==> src/common/axi_write_pkg.sv <==
package axi_write_pkg;

   // Bus widths
   localparam int AXI_ADDR_W = 32;
   localparam int AXI_DATA_W = 32;
   localparam int STRB_W     = AXI_DATA_W / 8;
   localparam int OFFSET_W   = $clog2(STRB_W);

   // User length in bytes, AXI burst length field
   localparam int LEN_W   = 12;
   localparam int AXLEN_W = 8;

   // Burst limits
   localparam int MAX_BURST_BEATS = 16;
   localparam int BOUNDARY_BYTES  = 4096;
   localparam int BOUNDARY_W      = $clog2(BOUNDARY_BYTES);
   localparam int BOUNDARY_BEATS  = BOUNDARY_BYTES / STRB_W;

   // Beat count of a whole transfer, up to 1025 with a flush beat
   localparam int BEATS_W = LEN_W - OFFSET_W + 1;

   // AXI encodings assumed by the slave side
   localparam logic [2:0] AXI_SIZE_WORD  = 3'b010;   // 4 bytes per beat
   localparam logic [1:0] AXI_BURST_INCR = 2'b01;

endpackage
==> src/hdl/simple_axi_write.sv <==
`timescale 1ns/100ps

module simple_axi_write
   import axi_write_pkg::*;
(
   input  logic                  clk,
   input  logic                  rst,

   input  logic                  m_wvalid,
   output logic                  m_wready,
   input  logic [AXI_ADDR_W-1:0] m_waddr,
   input  logic [AXI_DATA_W-1:0] m_wdata,
   input  logic [LEN_W-1:0]      m_wlen,
   output logic                  m_wlast,

   output logic [AXI_ADDR_W-1:0] m_axi_awaddr,
   output logic [AXLEN_W-1:0]    m_axi_awlen,
   output logic                  m_axi_awvalid,
   input  logic                  m_axi_awready,
   output logic [AXI_DATA_W-1:0] m_axi_wdata,
   output logic [STRB_W-1:0]     m_axi_wstrb,
   output logic                  m_axi_wlast,
   output logic                  m_axi_wvalid,
   input  logic                  m_axi_wready
);

   enum logic [1:0] {ST_IDLE, ST_LATCH, ST_ADDR, ST_DATA} state;

   logic                  start;
   logic                  aw_hs;
   logic                  w_hs;
   logic                  user_hs;
   logic                  hold_off;      // Gap cycle after a transfer
   logic                  first_q;       // Next beat is the transfer's first
   logic                  last_burst_q;
   logic [AXLEN_W-1:0]    beat_cnt;
   logic                  last_beat;
   logic                  final_beat;
   logic                  flush;
   logic                  aw_open;       // Burst address accepted

   logic [AXI_ADDR_W-1:0] burst_addr;
   logic [AXLEN_W-1:0]    burst_len;
   logic [STRB_W-1:0]     first_strb;
   logic [STRB_W-1:0]     final_strb;
   logic                  last_burst;
   logic                  extra_beat;

   assign start   = state == ST_IDLE && m_wvalid && !hold_off;
   assign aw_hs   = m_axi_awvalid && m_axi_awready;
   assign w_hs    = m_axi_wvalid && m_axi_wready;
   assign user_hs = m_wvalid && m_wready;

   write_burst_planner planner (
      .clk        (clk),
      .rst        (rst),
      .start      (start),
      .next_burst (aw_hs),
      .address    (m_waddr),
      .length     (m_wlen),
      .burst_addr (burst_addr),
      .burst_len  (burst_len),
      .first_strb (first_strb),
      .final_strb (final_strb),
      .last_burst (last_burst),
      .extra_beat (extra_beat)
   );

   write_data_aligner aligner (
      .clk        (clk),
      .rst        (rst),
      .load       (start),
      .data_valid (user_hs),
      .offset     (m_waddr[OFFSET_W-1:0]),
      .data_in    (m_wdata),
      .data_out   (m_axi_wdata)
   );

   always_ff @(posedge clk or posedge rst) begin
      if (rst) begin
         state         <= ST_IDLE;
         m_axi_awvalid <= 1'b0;
         m_axi_awaddr  <= '0;
         m_axi_awlen   <= '0;
         last_burst_q  <= 1'b0;
         first_q       <= 1'b0;
         beat_cnt      <= '0;
         hold_off      <= 1'b0;
      end else begin
         hold_off <= w_hs && final_beat;

         case (state)
            ST_IDLE: begin
               if (start) begin
                  first_q <= 1'b1;
                  state   <= ST_LATCH;
               end
            end
            ST_LATCH: begin   // Planner fields are valid here
               m_axi_awaddr  <= burst_addr;
               m_axi_awlen   <= burst_len;
               last_burst_q  <= last_burst;
               m_axi_awvalid <= 1'b1;
               state         <= ST_ADDR;
            end
            ST_ADDR: begin
               if (m_axi_awready) begin
                  m_axi_awvalid <= 1'b0;
                  beat_cnt      <= '0;
                  state         <= ST_DATA;
               end
            end
            ST_DATA: begin
               if (w_hs) begin
                  first_q  <= 1'b0;
                  beat_cnt <= beat_cnt + 1'b1;
                  if (last_beat)
                     state <= last_burst_q ? ST_IDLE : ST_LATCH;
               end
            end
            default: state <= ST_IDLE;
         endcase
      end
   end

   assign last_beat  = beat_cnt == m_axi_awlen;
   assign final_beat = state == ST_DATA && last_beat && last_burst_q;
   assign flush      = final_beat && extra_beat;   // No user word behind it

   assign m_axi_wvalid = state == ST_DATA && (m_wvalid || flush);
   assign m_axi_wlast  = state == ST_DATA && last_beat;
   assign m_wready     = state == ST_DATA && m_axi_wready && !flush;
   assign m_wlast      = w_hs && final_beat;

   // Edge strobes, both on a single-beat transfer
   always_comb begin
      m_axi_wstrb = '1;
      if (first_q)
         m_axi_wstrb = m_axi_wstrb & first_strb;
      if (final_beat)
         m_axi_wstrb = m_axi_wstrb & final_strb;
   end

   // Open from the AW handshake until the wlast handshake
   always_ff @(posedge clk or posedge rst) begin
      if (rst)
         aw_open <= 1'b0;
      else if (aw_hs)
         aw_open <= 1'b1;
      else if (w_hs && m_axi_wlast)
         aw_open <= 1'b0;
   end

   aw_stable: assert property (@(posedge clk) disable iff (rst)
      m_axi_awvalid && !m_axi_awready |=>
         m_axi_awvalid && $stable(m_axi_awaddr) && $stable(m_axi_awlen));

   // W of a burst only opens after its address is accepted
   w_after_aw: assert property (@(posedge clk) disable iff (rst)
      m_axi_wvalid |-> aw_open);

endmodule

==> src/hdl/write_data_aligner.sv <==
`timescale 1ns/100ps

module write_data_aligner
   import axi_write_pkg::*;
(
   input  logic                  clk,
   input  logic                  rst,
   input  logic                  load,
   input  logic                  data_valid,
   input  logic [OFFSET_W-1:0]   offset,
   input  logic [AXI_DATA_W-1:0] data_in,
   output logic [AXI_DATA_W-1:0] data_out
);

   logic [OFFSET_W-1:0]     offset_q;
   logic [AXI_DATA_W-1:0]   held;      // Spill of the previous word
   logic [2*AXI_DATA_W-1:0] shifted;

   // Word moved up by the offset, top bytes spill into the next beat
   assign shifted  = {{AXI_DATA_W{1'b0}}, data_in} << {offset_q, 3'b000};
   assign data_out = shifted[AXI_DATA_W-1:0] | held;

   always_ff @(posedge clk or posedge rst) begin
      if (rst)
         offset_q <= '0;
      else if (load)
         offset_q <= offset;
   end

   // Kept across a flush beat, so the tail goes out without new data
   always_ff @(posedge clk) begin
      if (load)
         held <= '0;
      else if (data_valid)
         held <= shifted[2*AXI_DATA_W-1:AXI_DATA_W];
   end

endmodule

==> src/hdl/write_burst_planner.sv <==
`timescale 1ns/100ps

module write_burst_planner
   import axi_write_pkg::*;
(
   input  logic                  clk,
   input  logic                  rst,
   input  logic                  start,
   input  logic                  next_burst,
   input  logic [AXI_ADDR_W-1:0] address,
   input  logic [LEN_W-1:0]      length,
   output logic [AXI_ADDR_W-1:0] burst_addr,
   output logic [AXLEN_W-1:0]    burst_len,
   output logic [STRB_W-1:0]     first_strb,
   output logic [STRB_W-1:0]     final_strb,
   output logic                  last_burst,
   output logic                  extra_beat
);

   logic [OFFSET_W-1:0]   offset;
   logic [LEN_W:0]        end_bytes;    // Offset plus length
   logic [OFFSET_W-1:0]   end_off;
   logic [BEATS_W-1:0]    total_beats;
   logic [BEATS_W-1:0]    word_beats;   // Words the user supplies
   logic [STRB_W-1:0]     all_lanes;
   logic [AXI_ADDR_W-1:0] nxt_addr;
   logic [BEATS_W-1:0]    nxt_remaining;
   logic [BEATS_W-1:0]    remaining;
   logic [BEATS_W-1:0]    burst_beats;
   logic [BEATS_W-1:0]    to_boundary;
   logic [BEATS_W-1:0]    beats;
   logic [BOUNDARY_W:0]   burst_end;

   assign all_lanes   = '1;
   assign offset      = address[OFFSET_W-1:0];
   assign end_bytes   = (LEN_W+1)'(offset) + (LEN_W+1)'(length);
   assign end_off     = end_bytes[OFFSET_W-1:0];
   assign total_beats = BEATS_W'((end_bytes + (LEN_W+1)'(STRB_W-1)) >> OFFSET_W);
   assign word_beats  = BEATS_W'(({1'b0, length} + (LEN_W+1)'(STRB_W-1)) >> OFFSET_W);
   assign burst_beats = BEATS_W'(burst_len) + 1'b1;

   // Next burst start and what is left of the transfer
   always_comb begin
      if (start) begin
         nxt_addr      = {address[AXI_ADDR_W-1:OFFSET_W], {OFFSET_W{1'b0}}};
         nxt_remaining = total_beats;
      end else begin
         nxt_addr      = burst_addr + AXI_ADDR_W'({burst_beats, {OFFSET_W{1'b0}}});
         nxt_remaining = remaining - burst_beats;
      end

      to_boundary = BEATS_W'(BOUNDARY_BEATS)
                  - BEATS_W'(nxt_addr[BOUNDARY_W-1:OFFSET_W]);

      // Smallest of remaining, burst limit, distance to 4 KB
      beats = nxt_remaining;
      if (beats > BEATS_W'(MAX_BURST_BEATS))
         beats = BEATS_W'(MAX_BURST_BEATS);
      if (beats > to_boundary)
         beats = to_boundary;
   end

   always_ff @(posedge clk or posedge rst) begin
      if (rst) begin
         burst_addr <= '0;
         remaining  <= '0;
         burst_len  <= '0;
         last_burst <= 1'b0;
         first_strb <= '0;
         final_strb <= '0;
         extra_beat <= 1'b0;
      end else begin
         if (start) begin
            first_strb <= all_lanes << offset;
            if (end_off == '0)
               final_strb <= all_lanes;
            else
               final_strb <= ~(all_lanes << end_off);
            extra_beat <= total_beats > word_beats;
         end

         // Fields stay put once the last burst is issued
         if (start || (next_burst && !last_burst)) begin
            burst_addr <= nxt_addr;
            remaining  <= nxt_remaining;
            burst_len  <= AXLEN_W'(beats - 1'b1);
            last_burst <= beats == nxt_remaining;
         end
      end
   end

   assign burst_end = (BOUNDARY_W+1)'(burst_addr[BOUNDARY_W-1:0])
                    + (BOUNDARY_W+1)'({burst_len, {OFFSET_W{1'b0}}})
                    + (BOUNDARY_W+1)'(STRB_W);

   burst_len_limit: assert property (@(posedge clk) disable iff (rst)
      burst_len < AXLEN_W'(MAX_BURST_BEATS));

   // Last byte of the burst stays inside its 4 KB page
   no_boundary_cross: assert property (@(posedge clk) disable iff (rst)
      burst_end <= (BOUNDARY_W+1)'(BOUNDARY_BYTES));

endmodule

==> config.mk <==
export PLATFORM = sky130hd
export DESIGN_NAME = simple_axi_write
export DESIGN_NICKNAME = d
export VERILOG_FILES = /design/src/common/axi_write_pkg.sv /design/src/hdl/simple_axi_write.sv /design/src/hdl/write_data_aligner.sv /design/src/hdl/write_burst_planner.sv
export SDC_FILE = /design/constraint.sdc
export NUM_CORES = 1
export LEC_CHECK = 0
export CORE_MARGIN = 10
export CORE_UTILIZATION = 35
export DETAILED_ROUTE_END_ITERATION = 8
export DONT_BUFFER_PORTS = 1
export GPL_TIMING_DRIVEN = 1
export PLACE_DENSITY = 0.55
export SLEW_MARGIN = 25
export SYNTH_ARGS = -nofsm -noshare
export SYNTH_HDL_FRONTEND = slang
export SYNTH_SLANG_ARGS = --single-unit
==> constraint.sdc <==
create_clock -name clk -period 5.9 [get_ports clk]
set_input_delay 1.18 -clock clk [delete_from_list [all_inputs] [get_ports clk]]
set_output_delay 1.18 -clock clk [all_outputs]
set_load 0.01 [all_outputs]
==> flow_summary.yaml <==
finish:
  final_nets: 1297
  synthToLayoutAreaGrowth_pct: 14.0
  drive_above_1_share: 0.193
  final_area_sq_um: 11500
  utilization: 0.402
die:
  initial_core_util: 0.353
  io-pin-count: 162
  fp.dieW_microns: 190
  dieArea_sq_um: 35900
  die_y_microns: 190
  coreArea_sq_um: 28500
  rows: 62
routing:
  num_vias: 8495
  drt-met1-wl_microns: 13900
  drt_iter0_markers: 404
  drt_wl_total_microns: 30100
  vias_per_cell: 5.45
  drt-pass1-iter-count: 4
  wl_met3_microns: 1560
  route.detailed.drc: 0
  drtAntennaViolNets: 0
  top_layer: "met4"
  wl_per_cell_microns: 19.3
  routed-wl-met2_microns: 14100
global_route:
  grt_pass1_vias: 8268
  grt_start_max_net_pins: 69
  overflow: 0
  antenna_found_initial: 1
  grt.total_usage: 0.164
  grt_pass1_wl_microns: 47400
job:
  drv_cap: 0
synth:
  avgSynthCellArea_sq_um: 8.74
  netlist_instances: 1152
  synth_area_sq_um: 10100
  synth_edf_count: 0
  yosysWarnings: 0
  async_flop_share: 0.824
  synthDistinctLibCells: 94
  ys.flop_type: "dfrtp_1"
  ys_seq_area_frac: 0.326
  synth-seq-cells: 136
sta:
  fin_crit_sh: 0.947
  worst_slew_pin_slew_ns: 0.971
  period_needed_ns: 5.59
  finalHoldWorstSlack_ns: 0.451
  fmax_mhz: 179
  final-setup-viol-count: 0
  maxSlewViolCount: 0
  slew_headroom: 0.353
  clock_skew_ns: 0.0135
  final-hold-violation-count: 0
critical_path:
  cpLargestDelayFamily: "simple AND/OR/NAND/NOR gates"
  critical-path-slowest-cell: "dfrtp_2"
  critical_path.startpoint_type: "flop"
  max_stage_delay_ns: 0.42
  critPathCaptureType: "flop"
  critPathArrivalTime_ns: 5.94
  cp.required_ns: 6.25
  crit_type: "reg2reg"
  cp_max_fo: 8
  cp_num_buf_inv: 2
clocking:
  clock-sinks: 136
  insertion_delay_ns: 0.44
  path_clk_slew_ns: 0.06
  ctsRootBufferMaster: "clkbuf_16"
  cts_made_buffers: 17
  clockBufferDepth: 2
  htreeDepth: 4
  cts_tree: "done"
placement:
  gp_congestion: 0.878
  placed_area_sq_um: 10700
  portBuffers: 0
  place_hpwl_microns: 23300
power_and_ir_drop:
  power_density_nw_per_um2: 778
  ir_worst_vdd_v: 0.000318
  p_leak_nw: 4.61
outcome:
  status: "finished clean"
hold_path:
  hp-class: "reg2reg"
==> worst register-to-register path, delay by kind of cell (launching register included) <==
| family | cells | cell delay [ns] |
|---|---|---|
| AOI/OAI and AO/OA | 10 | 1.53 |
| xor gates and xnor gates | 2 | 0.49 |
| adders and majority gates | 4 | 0.90 |
| buffers and inverters | 2 | 0.24 |
| DFF | 1 | 0.42 |
| and+or+nand+nor | 10 | 1.89 |
==> Yosys cell counts, drive strengths merged (24+ instances only) <==
cell / number / share of area
inv: 35 / 0.013
nor2: 102 / 0.038
xnor2: 46 / 0.040
ha: 52 / 0.065
a21oi: 73 / 0.039
buf: 37 / 0.022
mux2: 59 / 0.067
o21ai: 67 / 0.033
dfxtp: 24 / 0.048
dfrtp: 112 / 0.28
nand2: 124 / 0.046
nor3: 31 / 0.017
mux2i: 25 / 0.026
clkbuf: 36 / 0.014
nand3: 54 / 0.030
xor2: 34 / 0.030
==> power breakdown <==
group          internal [mW]  total [mW]  switching, mW
Clock                  0.688        1.15          0.458
Combinational           2.59        5.97           3.38
Sequential              1.32        1.81          0.490
==> final cells by class <==
type	count	area, sq um
Antenna cell	1	2.50
Fill cell	2903	17100
Inverter	35	134
Tap cell	384	480
Sequential cell	136	3290
Clock buffer	18	439
Multi-Input combinational cell	915	6520
Clock inverter	14	188
Timing Repair Buffer	56	420
==> final timing paths <==
kind                                           start                     end  slack [ns]  depth (start not counted)
worst min-delay path                aligner.held[14]        aligner.held[14]        0.45                          2
worst max-delay path            planner.burst_len[0]    planner.burst_len[6]        0.31                         28
min in group asynchronous                        rst  planner.burst_addr[26]        0.70                          1
worst min register to register      aligner.held[14]        aligner.held[14]        0.45                          2
max in group asynchronous                        rst    planner.burst_len[0]        3.85                          2
worst max register to register  planner.burst_len[0]    planner.burst_len[6]        0.31                         28
==> cells by family (layout without fill, tap and decap cells) <==
kind of cell,count (synthesis),after routing,synth area share
AO/OA/AOI/OAI,276,276,0.185
buffers and inverters,108,123,0.0489
adder cells (fa/ha/maj),55,55,0.0706
other,1,9,0.000373
AND/OR/NAND/NOR,412,412,0.205
flip-flops,136,136,0.326
XOR/XNOR,80,80,0.0704
multiplexers,84,84,0.0932
==> layout by cell type (no fill, tap or decap), types with 43 or more instances in the layout <==
cell type / count
o21ai_0: 61
nor2_1: 95
buf_4: 56
nand3_1: 50
mux2_2: 56
dfrtp_1: 110
a21oi_1: 66
nand2_1: 124
ha_1: 47
xnor2_1: 43
==> stage by stage <==
| step | setup TNS, ns | total power [mW] | setup WS (ns) | cells |
|---|---|---|---|---|
| after floorplan | -0.373 | 5.92 | -0.183 | 1159 |
| after global placement | 0 | 7.60 | 0.0911 | 1519 |
| after detailed placement | 0 | 7.62 | 0.0139 | 1519 |
| after CTS | 0 | 8.81 | 0.0877 | 1551 |
| after global routing | -0.0935 | 9.70 | -0.0395 | 1558 |
| final | 0 | 8.93 | 0.312 | 1559 |
==> routing by layer <==
metal	track usage	up-vias
met5	0	-
met4	0.0501	0
met3	0.0373	32
met2	0.265	185
met1	0.215	4119
li1	-	4159
==> state kept, by name, indices dropped and copies added (netlist names), 3 cells and up <==
register            count
planner.final_strb      3
planner.burst_len       8
planner.remaining      11
planner.burst_addr     30
planner.first_strb      4
m_axi_awlen             8
m_axi_awaddr           30
aligner.held           24
beat_cnt                8
==> repair_timing <==
item,in CTS,in global routing
hold buffers,0,0
buffers inserted,0,7
endpoints found under the setup margin,0,7
gates resized for setup,0,19
No activity file was read; power rests on OpenSTA's default activity.
